File: config.mk
export PLATFORM = sky130hd
export DESIGN_NAME = wb_mem_bridge
export DESIGN_NICKNAME = d
export VERILOG_FILES = /design/src/mem_bridge_pkg.sv /design/src/port_fifo.sv /design/src/wb_port_front.sv /design/src/block_cmd_fsm.sv /design/src/read_prefetch.sv /design/src/wb_mem_bridge.sv
export VERILOG_INCLUDE_DIRS = /design/src
export SDC_FILE = /design/constraint.sdc
export NUM_CORES = 2
export LEC_CHECK = 0
export BUFFER_PORTS_ARGS = -buffer_cell sky130_fd_sc_hd__buf_4
export CAP_MARGIN = 20
export CORE_MARGIN = 8
export CORE_UTILIZATION = 46
export DETAILED_ROUTE_END_ITERATION = 8
export PLACE_DENSITY_LB_ADDON = 0.25
export SYNTH_ARGS = -nofsm -noshare
export SYNTH_HDL_FRONTEND = slang
export SYNTH_SLANG_ARGS = --single-unit
File: constraint.sdc
create_clock -name wb_clk -period 3.9 [get_ports wb_clk]
set_input_delay 0.39 -clock wb_clk [delete_from_list [all_inputs] [get_ports wb_clk]]
set_output_delay 0.39 -clock wb_clk [all_outputs]
set_load 0.01 [all_outputs]
File: src/mem_bridge_defines.svh
`ifndef MEM_BRIDGE_DEFINES_SVH
`define MEM_BRIDGE_DEFINES_SVH

//////////////////////////////////////////////////
// widths
//////////////////////////////////////////////////
`define MB_DATA_W      32  // wishbone and memory port word
`define MB_ADDR_W      29  // byte address, 512 Mbytes
`define MB_BL_W        6   // burst length field holds length - 1
`define MB_CNT_W       7   // strobe / ack / words-left counters

//////////////////////////////////////////////////
// buffers and bursts
//////////////////////////////////////////////////
`define MB_WBUF_BITS   6   // write buffer, 64 words
`define MB_RBUF_BITS   4   // prefetch buffer, 16 words
`define MB_READ_BURST  8   // words fetched per read command
`define MB_WORD_BYTES  4   // byte address step per word

// memory port instructions, both with autoprecharge
`define MB_CMD_WR      3'b010
`define MB_CMD_RD      3'b011

`endif

File: src/mem_bridge_pkg.sv
`include "mem_bridge_defines.svh"

package mem_bridge_pkg;

   //////////////////////////////////////////////////
   // payload types
   //////////////////////////////////////////////////
   typedef logic [`MB_DATA_W-1:0]   word_t;  // one data word
   typedef logic [`MB_ADDR_W-1:0]   addr_t;  // byte address
   typedef logic [`MB_DATA_W/8-1:0] mask_t;  // one bit per byte lane

   // memory command fields
   typedef logic [`MB_BL_W-1:0]     blen_t;  // burst length minus one
   typedef logic [2:0]              cmd_t;   // instruction code

   typedef logic [`MB_CNT_W-1:0]    cnt_t;   // per-block counters

   // block command machine
   typedef enum logic [2:0] {
      st_rst,       // wait for the cycle in progress to end
      st_idle,      // first strobe of a block decides direction
      st_wr_fill,   // words go into the write buffer
      st_wr_cmd,    // write command held off by cmd_full
      st_rd_serve,  // acks come out of the prefetch buffer
      st_rd_cmd     // read command held off by cmd_full
   } fsm_state_t;

endpackage

File: src/port_fifo.sv
module port_fifo #(
   parameter int WIDTH      = 32,
   parameter int DEPTH_BITS = 4
) (
   input  logic             wb_clk,
   input  logic             mem_rst,
   input  logic             push_i,
   input  logic [WIDTH-1:0] push_data_i,
   input  logic             pop_i,
   output logic [WIDTH-1:0] head_o,
   output logic             empty_o,
   output logic             full_o
);

   localparam int DEPTH = 1 << DEPTH_BITS;

   logic [WIDTH-1:0]      mem [DEPTH];  // storage, no reset
   logic [DEPTH_BITS-1:0] wr_ptr;
   logic [DEPTH_BITS-1:0] rd_ptr;
   logic [DEPTH_BITS:0]   count;        // one extra bit to tell full from empty
   logic                  do_push;
   logic                  do_pop;

   assign do_push = push_i & ~full_o;   // push into a full buffer is dropped
   assign do_pop  = pop_i & ~empty_o;

   always_ff @(posedge wb_clk) begin
      if (do_push) mem[wr_ptr] <= push_data_i;
   end

   always_ff @(posedge wb_clk) begin
      if (mem_rst) begin
         wr_ptr <= '0;
         rd_ptr <= '0;
         count  <= '0;
      end else begin
         if (do_push) wr_ptr <= wr_ptr + 1'b1;  // pointers wrap on their own
         if (do_pop) rd_ptr <= rd_ptr + 1'b1;
         case ({do_push, do_pop})
            2'b10:   count <= count + 1'b1;
            2'b01:   count <= count - 1'b1;
            default: count <= count;            // both or neither
         endcase
      end
   end

   // first word falls through
   assign head_o  = mem[rd_ptr];
   assign empty_o = (count == '0);
   assign full_o  = (count == (DEPTH_BITS + 1)'(DEPTH));

endmodule

File: src/wb_port_front.sv
`include "mem_bridge_defines.svh"

module wb_port_front (
   input  logic                  wb_clk,
   input  logic                  mem_rst,
   input  logic                  wbm_cyc_i,
   input  logic                  wbm_stb_i,
   input  logic                  wbm_we_i,
   input  mem_bridge_pkg::mask_t wbm_sel_i,
   input  mem_bridge_pkg::word_t wbm_dat_i,
   input  logic                  cmd_full_i,
   input  logic                  wr_en_i,
   input  logic                  clr_cnt_i,
   output logic                  wbm_stall_o,
   output logic                  wr_ack_o,
   output logic                  accept_o,
   output mem_bridge_pkg::cnt_t  stb_cnt_o,
   output logic                  wbuf_full_o,
   output mem_bridge_pkg::word_t wr_data_o,
   output mem_bridge_pkg::mask_t wr_mask_o
);
   import mem_bridge_pkg::*;

   localparam int WBUF_W = $bits(mask_t) + $bits(word_t);  // mask rides above data

   mask_t             sel_n;      // memory port masks bytes out
   logic              wr_push;
   logic [WBUF_W-1:0] wbuf_head;
   cnt_t              stb_cnt;

   // stall on a full buffer or a busy command queue
   assign wbm_stall_o = wbuf_full_o | cmd_full_i;
   assign accept_o    = wbm_cyc_i & wbm_stb_i & ~wbm_stall_o;
   assign wr_push     = accept_o & wbm_we_i;
   assign sel_n       = ~wbm_sel_i;

   port_fifo #(
      .WIDTH      (WBUF_W),
      .DEPTH_BITS (`MB_WBUF_BITS)
   ) i_wbuf (
      .wb_clk      (wb_clk),
      .mem_rst     (mem_rst),
      .push_i      (wr_push),
      .push_data_i ({sel_n, wbm_dat_i}),
      .pop_i       (wr_en_i),      // memory pulls one word per strobe
      .head_o      (wbuf_head),
      .empty_o     (),
      .full_o      (wbuf_full_o)
   );

   assign {wr_mask_o, wr_data_o} = wbuf_head;

   always_ff @(posedge wb_clk) begin
      if (mem_rst) begin
         wr_ack_o <= 1'b0;
         stb_cnt  <= '0;
      end else begin
         wr_ack_o <= wr_push;  // writes ack right after acceptance
         if (clr_cnt_i) stb_cnt <= cnt_t'(accept_o);  // idle restarts the block count
         else if (accept_o) stb_cnt <= stb_cnt + 1'b1;
      end
   end

   assign stb_cnt_o = stb_cnt;

endmodule

File: src/block_cmd_fsm.sv
`include "mem_bridge_defines.svh"

module block_cmd_fsm (
   input  logic                  wb_clk,
   input  logic                  mem_rst,
   input  logic                  wbm_cyc_i,
   input  logic                  wbm_stb_i,
   input  logic                  wbm_we_i,
   input  mem_bridge_pkg::addr_t wbm_addr_i,
   input  logic                  accept_i,
   input  mem_bridge_pkg::cnt_t  stb_cnt_i,
   input  logic                  wbuf_full_i,
   input  logic                  cmd_full_i,
   input  logic                  hit_i,
   input  logic                  rbuf_empty_i,
   input  logic                  flush_busy_i,
   input  mem_bridge_pkg::word_t rd_word_i,
   output logic                  clr_cnt_o,
   output logic                  pop_o,
   output logic                  flush_o,
   output logic                  flush_rd_o,
   output mem_bridge_pkg::addr_t expect_addr_o,
   output logic                  rd_ack_o,
   output mem_bridge_pkg::word_t wbm_dat_o,
   output logic                  cmd_en_o,
   output mem_bridge_pkg::cmd_t  cmd_instr_o,
   output mem_bridge_pkg::blen_t cmd_bl_o,
   output mem_bridge_pkg::addr_t cmd_addr_o
);
   import mem_bridge_pkg::*;

   fsm_state_t state;
   cnt_t       ack_cnt;     // read acks given in this block
   addr_t      adr_beg;     // start of the last burst
   addr_t      adr_next;    // address of the word at the prefetch head
   addr_t      burst_end;   // first address past the last read burst
   logic       flushing;    // flush requested or still draining
   logic       rd_pending;  // an accepted read still owes an ack
   logic       hit_take;
   logic       serve;
   logic       rd_miss;
   logic       refill;
   logic       wr_done;

   assign burst_end  = adr_beg + addr_t'(`MB_READ_BURST * `MB_WORD_BYTES);
   assign flushing   = flush_busy_i | flush_o;  // covers the cycle before busy rises
   assign rd_pending = (ack_cnt != stb_cnt_i) | accept_i;

   //////////////////////////////////////////////////
   // decisions
   //////////////////////////////////////////////////
   assign hit_take = (state == st_idle) & accept_i & ~wbm_we_i & hit_i & ~flushing;
   assign rd_miss  = (state == st_idle) & accept_i & ~wbm_we_i & ~hit_take;
   assign serve    = (state == st_rd_serve) & wbm_cyc_i & rd_pending
                     & ~flushing & ~rbuf_empty_i;
   // buffer ran dry in mid-block, fetch the next burst
   assign refill   = (state == st_rd_serve) & wbm_cyc_i & rd_pending & rbuf_empty_i
                     & ~flushing & (adr_next == burst_end);
   assign wr_done  = (state == st_wr_fill) & (wbuf_full_i | ~wbm_cyc_i);

   assign pop_o         = hit_take | serve;  // same cycle as the registered ack
   assign clr_cnt_o     = (state == st_idle);
   assign expect_addr_o = adr_next;
   assign cmd_addr_o    = adr_beg;

   always_ff @(posedge wb_clk) begin
      if (mem_rst) begin
         state    <= st_rst;
         ack_cnt  <= '0;
         cmd_en_o <= 1'b0;
         rd_ack_o <= 1'b0;
         flush_o  <= 1'b0;
      end else begin
         cmd_en_o <= 1'b0;  // strobes
         rd_ack_o <= 1'b0;
         flush_o  <= 1'b0;
         if (pop_o) begin
            rd_ack_o  <= 1'b1;
            wbm_dat_o <= rd_word_i;
            ack_cnt   <= ack_cnt + 1'b1;
            adr_next  <= adr_next + addr_t'(`MB_WORD_BYTES);
         end
         // new read burst, stale words flushed first
         if (rd_miss || refill) begin
            flush_o     <= 1'b1;
            flush_rd_o  <= 1'b1;
            cmd_instr_o <= `MB_CMD_RD;
            cmd_bl_o    <= blen_t'(`MB_READ_BURST - 1);
            cmd_en_o    <= ~cmd_full_i;
            state       <= cmd_full_i ? st_rd_cmd : st_rd_serve;
            if (rd_miss) begin
               adr_beg  <= wbm_addr_i;
               adr_next <= wbm_addr_i;  // head once the flush is done
            end else begin
               adr_beg <= adr_next;
            end
         end
         // write block closes, prefetch data may now be old
         if (wr_done) begin
            flush_o     <= 1'b1;
            flush_rd_o  <= 1'b0;
            cmd_instr_o <= `MB_CMD_WR;
            cmd_bl_o    <= blen_t'(stb_cnt_i - 1'b1);
            cmd_en_o    <= ~cmd_full_i;
            state       <= cmd_full_i ? st_wr_cmd : st_idle;
         end
         case (state)
            st_rst: if (~wbm_cyc_i) state <= st_idle;
            st_idle: begin
               ack_cnt <= cnt_t'(hit_take);  // block starts with zero or one ack
               if (accept_i && wbm_we_i) begin
                  adr_beg <= wbm_addr_i;
                  state   <= st_wr_fill;
               end else if (hit_take) begin
                  state <= st_rd_serve;
               end
            end
            st_wr_cmd, st_rd_cmd: begin
               if (~cmd_full_i) begin
                  cmd_en_o <= 1'b1;
                  state    <= (state == st_wr_cmd) ? st_idle : st_rd_serve;
               end
            end
            st_rd_serve: begin
               if (~wbm_cyc_i || (~rd_pending && ~wbm_stb_i)) state <= st_idle;
            end
            default: ;  // st_wr_fill exits through wr_done
         endcase
      end
   end

endmodule

File: src/read_prefetch.sv
`include "mem_bridge_defines.svh"

module read_prefetch (
   input  logic                  wb_clk,
   input  logic                  mem_rst,
   input  logic                  rd_vld_i,
   input  mem_bridge_pkg::word_t rd_data_i,
   input  logic                  pop_i,
   input  logic                  flush_i,
   input  logic                  flush_rd_i,
   input  mem_bridge_pkg::addr_t expect_addr_i,
   input  mem_bridge_pkg::addr_t wbm_addr_i,
   output logic                  hit_o,
   output logic                  rbuf_empty_o,
   output logic                  flush_busy_o,
   output mem_bridge_pkg::word_t rd_word_o
);
   import mem_bridge_pkg::*;

   addr_t head_addr;   // byte address of the word at the head
   cnt_t  words_left;  // words buffered or still in flight
   logic  flush_rd_q;  // flush came from a read, reload a full burst
   logic  fifo_empty;
   logic  drain;       // drop one stale word
   logic  fifo_pop;

   // stale words may still be on their way, drain only what is there
   assign drain    = flush_busy_o & ~fifo_empty & (words_left != '0);
   assign fifo_pop = drain | pop_i;

   port_fifo #(
      .WIDTH      (`MB_DATA_W),
      .DEPTH_BITS (`MB_RBUF_BITS)
   ) i_rbuf (
      .wb_clk      (wb_clk),
      .mem_rst     (mem_rst),
      .push_i      (rd_vld_i),  // no back-pressure toward the memory
      .push_data_i (rd_data_i),
      .pop_i       (fifo_pop),
      .head_o      (rd_word_o),
      .empty_o     (fifo_empty),
      .full_o      ()
   );

   assign rbuf_empty_o = fifo_empty;
   assign hit_o = (wbm_addr_i == head_addr) & ~fifo_empty & ~flush_busy_o;

   //////////////////////////////////////////////////
   // flush and head tracking
   //////////////////////////////////////////////////
   always_ff @(posedge wb_clk) begin
      if (mem_rst) begin
         flush_busy_o <= 1'b0;
         words_left   <= '0;
      end else begin
         if (fifo_pop) words_left <= words_left - 1'b1;
         if (flush_i) begin
            flush_busy_o <= 1'b1;           // a second flush just extends the first
            flush_rd_q   <= flush_rd_i;
            head_addr    <= expect_addr_i;  // start of the burst to come
         end else if (flush_busy_o && words_left == '0) begin
            flush_busy_o <= 1'b0;
            words_left   <= flush_rd_q ? cnt_t'(`MB_READ_BURST) : '0;
         end else if (pop_i) begin
            head_addr <= head_addr + addr_t'(`MB_WORD_BYTES);
         end
      end
   end

endmodule

File: src/wb_mem_bridge.sv
module wb_mem_bridge (
   input  logic                  wb_clk,
   input  logic                  mem_rst,
   // pipelined wishbone slave
   input  logic                  wbm_cyc_i,
   input  logic                  wbm_stb_i,
   input  logic                  wbm_we_i,
   input  mem_bridge_pkg::mask_t wbm_sel_i,
   input  mem_bridge_pkg::addr_t wbm_addr_i,
   input  mem_bridge_pkg::word_t wbm_dat_i,
   output logic                  wbm_ack_o,
   output logic                  wbm_stall_o,
   output mem_bridge_pkg::word_t wbm_dat_o,
   // memory command port
   output logic                  cmd_en_o,
   output mem_bridge_pkg::cmd_t  cmd_instr_o,
   output mem_bridge_pkg::blen_t cmd_bl_o,
   output mem_bridge_pkg::addr_t cmd_addr_o,
   input  logic                  cmd_full_i,
   // write pull and read push
   input  logic                  wr_en_i,
   output mem_bridge_pkg::word_t wr_data_o,
   output mem_bridge_pkg::mask_t wr_mask_o,
   input  logic                  rd_vld_i,
   input  mem_bridge_pkg::word_t rd_data_i
);
   import mem_bridge_pkg::*;

   logic  accept;
   cnt_t  stb_cnt;
   logic  wbuf_full;
   logic  wr_ack;
   logic  clr_cnt;
   logic  hit;
   logic  rbuf_empty;
   logic  flush_busy;
   word_t rd_word;
   logic  pop;
   logic  flush;
   logic  flush_rd;
   addr_t expect_addr;
   logic  rd_ack;

   assign wbm_ack_o = wr_ack | rd_ack;  // never both in one block

   wb_port_front i_front (
      .wb_clk, .mem_rst, .wbm_cyc_i, .wbm_stb_i, .wbm_we_i, .wbm_sel_i, .wbm_dat_i,
      .cmd_full_i, .wr_en_i, .clr_cnt_i(clr_cnt), .wbm_stall_o, .wr_ack_o(wr_ack),
      .accept_o(accept), .stb_cnt_o(stb_cnt), .wbuf_full_o(wbuf_full), .wr_data_o, .wr_mask_o
   );

   block_cmd_fsm i_fsm (
      .wb_clk, .mem_rst, .wbm_cyc_i, .wbm_stb_i, .wbm_we_i, .wbm_addr_i,
      .accept_i(accept), .stb_cnt_i(stb_cnt), .wbuf_full_i(wbuf_full), .cmd_full_i,
      .hit_i(hit), .rbuf_empty_i(rbuf_empty), .flush_busy_i(flush_busy), .rd_word_i(rd_word),
      .clr_cnt_o(clr_cnt), .pop_o(pop), .flush_o(flush), .flush_rd_o(flush_rd),
      .expect_addr_o(expect_addr), .rd_ack_o(rd_ack), .wbm_dat_o,
      .cmd_en_o, .cmd_instr_o, .cmd_bl_o, .cmd_addr_o
   );

   read_prefetch i_prefetch (
      .wb_clk, .mem_rst, .rd_vld_i, .rd_data_i, .pop_i(pop), .flush_i(flush),
      .flush_rd_i(flush_rd), .expect_addr_i(expect_addr), .wbm_addr_i, .hit_o(hit),
      .rbuf_empty_o(rbuf_empty), .flush_busy_o(flush_busy), .rd_word_o(rd_word)
   );

endmodule

==> flow_summary.toml <==
[run_status]
status = "finished with violations"
violations = "setup timing"

[timing]
tightestPinTransition_ns = 1.02
hold_slack_ns = 0.0288
rsz0062_at_grt = "true"
fin_crit_ns = 4.23
fin_crit_sh_pct = 108
worst_clock_skew_ns = 0.0979
max-slew-margin-rel_pct = 31.8
finalSetupViolations = 36
max_freq_mhz = 236
hold_viol_final = 0
fin_setup_tns_ns = -7.29
maxSlewViolCount = 0
finalWorstSetupSlack_ns = -0.329

[global_routing]
grt_pass1_vias = 60606
met1_usage_pct = 32.5
grt_max_degree = 65
antenna_found_initial = 19
grt_usage_pct = 23.0
grt_busiest_layer = "met2"
grt_overflow = 0
grtUsageMet3_pct = 4.34
grt_pass1_wl_um = 452000
grt_use_met2_pct = 37.0

[critical_path]
cp_slowest_cell = "mux4_2"
worst_path_dominant_cell_family = "multiplexers"
crit_path_end_kind = "output pin"
critPathMaxFanout = 7
setup.worst_path.start_class = "flip-flop"
cp.depth = 8
ff2ff_setup_slack_ns = 0.28
required_ns = 3.51
path_buf_inv = 5
cp_data_arrival_time_ns = 3.84
crit_top_cell = "mux4_2"
max_stage_delay_ns = 0.68
r2r_cells = 14
cp_cell_sequence = "buf_12 -> buf_16 -> buf_12 -> buf_16 -> mux4_2 -> mux4_2 -> mux4_2 -> buf_6"
worstSetupPathType = "reg2out"

[detailed_routing]
via_count = 60658
postRouteWirelength_um = 321000
routed_via_density = 6.14
drc = 0
ant_nets = 0
drt_iter0_drc = 7252
drt_first_pass_iters = 6
wl_per_cell_um = 32.5

[floorplanning]
fp.dieW_um = 523
initial_utilization_pct = 46.1
dieArea_sq_mm = 0.273
die_h_um = 523
rows = 186
coreArea_sq_mm = 0.256
ioPinCount = 214

[place]
place_congestion = 0.811
port_buffers = 211
place_hpwl_um = 178000
place_ws_ns = 0.262

[pwr]
clkPwrFrac_pct = 38.6
switching_power_w = 0.0172
pwr-share-seq_pct = 46.9
switching_share_pct = 22.5
vdd_drop_max_uv = 491
power.density_mw_per_mm2 = 544
p_leak_nw = 43.4
p_int_w = 0.0591
p_comb_share_pct = 14.5

[logic_synthesis]
synth_ff_type = "edfxtp_1"
synth_seq_area_share_pct = 75.9
ys.warnings.count = 0
ys_ff_latch = 3010
yosysUniqueCellTypes = 76
syn_inst = 5500
ys_async_sr_fraction_pct = 0
synth_edf_count = 2943
synth_nets = 5631
syn_area_per_cell_sq_um = 21.5
synthesis.area_sq_mm = 0.118

[final_layout]
drive_gt1_share_pct = 31.5
nNetsFinal = 6372
area_growth_syn_to_layout_pct = 18.9
nFillCells = 19097

[clock_network]
root_buffer = "clkbuf_16"
cts_buffer_depth = 4
tritoncts = "done"
cts_htree_levels = 5
cts_sinks = 3010
clk_pin_slew_ns = 0.06
clock_latency_ns = 0.99
cts_made_buffers = 324

[hold_path]
holdCritPathClass = "in2reg"
whs_path_depth = 1

[flow_run]
maxCapViolCount = 0
## per-layer routing
layer	share of wire, %	wire [um]
met2	48	154000
met3	8.9	28500
met1	40	129000
met5	0.020	64
met4	3.0	9650
## logic make-up (layout without fill, tap and decap cells)
group           after synthesis  in the layout  synth area share [%]
xor+xnor                    133            133                 0.986
fa+ha+maj                    26             26                 0.288
compound gates              377            377                  2.08
mux                         981            981                  17.0
flops                      3010           3010                  75.9
buf+inv                     352           1334                  1.16
other cells                   2              9               0.00636
simple gates                619            619                  2.56
## repair_timing
action,4_1_cts,5_1_grt
buffers inserted,48,30
pin swaps,0,2
endpoints found under the hold margin,2221,0
setup endpoints to repair,36,36
hold buffers,98,0
gates cloned,33,27
gates resized for setup,142,34
## flip-flops by register name, indices dropped and copies added (netlist names), 7 cells and up, named ones only
register / cells
i_front.i_wbuf.count: 7
i_front.i_wbuf.mem: 2304
i_front.stb_cnt_o: 7
i_fsm.ack_cnt: 7
i_fsm.cmd_addr_o: 29
i_fsm.expect_addr_o: 29
i_fsm.wbm_dat_o: 32
i_prefetch.head_addr: 29
i_prefetch.i_rbuf.mem: 512
i_prefetch.words_left: 7
## power groups by stage
| stage | clock [W] | sequential (W) | combinational, W |
|---|---|---|---|
| after global placement | 0 | 0.0364 | 0.00839 |
| final | 0.0295 | 0.0358 | 0.0111 |
| after global routing | 0.0311 | 0.0358 | 0.0117 |
| after detailed placement | 0 | 0.0365 | 0.00847 |
| after CTS | 0.0299 | 0.0358 | 0.0106 |
| after floorplan | 0 | 0.0364 | 0.00565 |
## cell usage in the layout, fill, tap and decap left out, types with 26 or more instances in the layout
cell / n
edfxtp_1: 2943
mux4_2: 814
buf_4: 423
clkbuf_16: 357
nand2_1: 164
mux2i_1: 131
nor2_1: 119
o21ai_0: 108
dlygate4sd3_1: 98
buf_12: 79
nor2_4: 77
clkbuf_1: 74
xor2_1: 71
a21oi_1: 70
clkinv_1: 67
xnor2_1: 62
dfxtp_1: 58
buf_16: 50
buf_6: 47
nand4_1: 45
clkinv_2: 44
nand3_1: 38
a22oi_1: 37
a221oi_1: 34
inv_1: 32
mux2_2: 31
a31oi_1: 31
o31ai_1: 26
## cells in the mapped netlist (all sizes together) (4+ instances only)
master / n / area (sq um)
edfxtp: 2943 / 88400
mux4: 814 / 18300
clkbuf: 212 / 797
nor2: 196 / 736
nand2: 167 / 627
mux2i: 132 / 1320
o21ai: 114 / 571
buf: 104 / 442
a21oi: 72 / 364
xor2: 71 / 622
dfxtp: 67 / 1340
xnor2: 62 / 543
nand4: 46 / 303
nand3: 38 / 190
a22oi: 37 / 278
inv: 36 / 135
mux2: 35 / 394
a221oi: 34 / 298
a31oi: 32 / 206
nor3: 27 / 151
o31ai: 27 / 216
and2: 26 / 163
ha: 24 / 300
or3: 21 / 141
and3: 20 / 125
nor4: 18 / 140
and4: 12 / 105
nor2b: 10 / 62.6
o2111ai: 9 / 97.6
o211ai: 9 / 67.6
or2: 8 / 50.1
or4: 8 / 60.1
a211oi: 6 / 50.1
nand2b: 6 / 37.5
o21a: 6 / 45.0
o311ai: 6 / 52.6
or3b: 6 / 52.6
nand3b: 5 / 37.5
a21o: 4 / 30.0
## final timing paths
check                               to                     start
min          i_front.i_wbuf.mem[0][23]             wbm_dat_i[23]
max reg2reg    i_front.i_wbuf.count[6]   i_front.i_wbuf.count[0]
max                       wr_data_o[4]                 flip-flop
min reg2reg                  flip-flop  i_front.i_wbuf.rd_ptr[5]
## stage by stage
step	total power [W]	util [%]	std cells	instance area (sq um)
2_1_floorplan	0.0421	-	5500	118000
3_3_place_gp	0.0448	49.3	9074	126000
3_5_place_dp	0.0449	49.4	9075	126000
4_1_cts	0.0763	54.5	9818	140000
5_1_grt	0.0786	54.8	9870	140000
6_report	0.0763	54.8	9873	140000
## final cells by class
| cell class | count | area (sq um) | share of cell area (%) |
|---|---|---|---|
| Antenna cell | 7 | 17.5 | 0.0125 |
| Clock buffer | 409 | 8630 | 6.14 |
| Clock inverter | 158 | 1440 | 1.02 |
| Inverter | 36 | 135 | 0.0962 |
| Multi-Input combinational cell | 2138 | 27800 | 19.8 |
| Sequential cell | 3010 | 89700 | 63.9 |
| Tap cell | 3384 | 4230 | 3.02 |
| Timing Repair Buffer | 731 | 8460 | 6.02 |
Power figures use the tool's default switching activity.
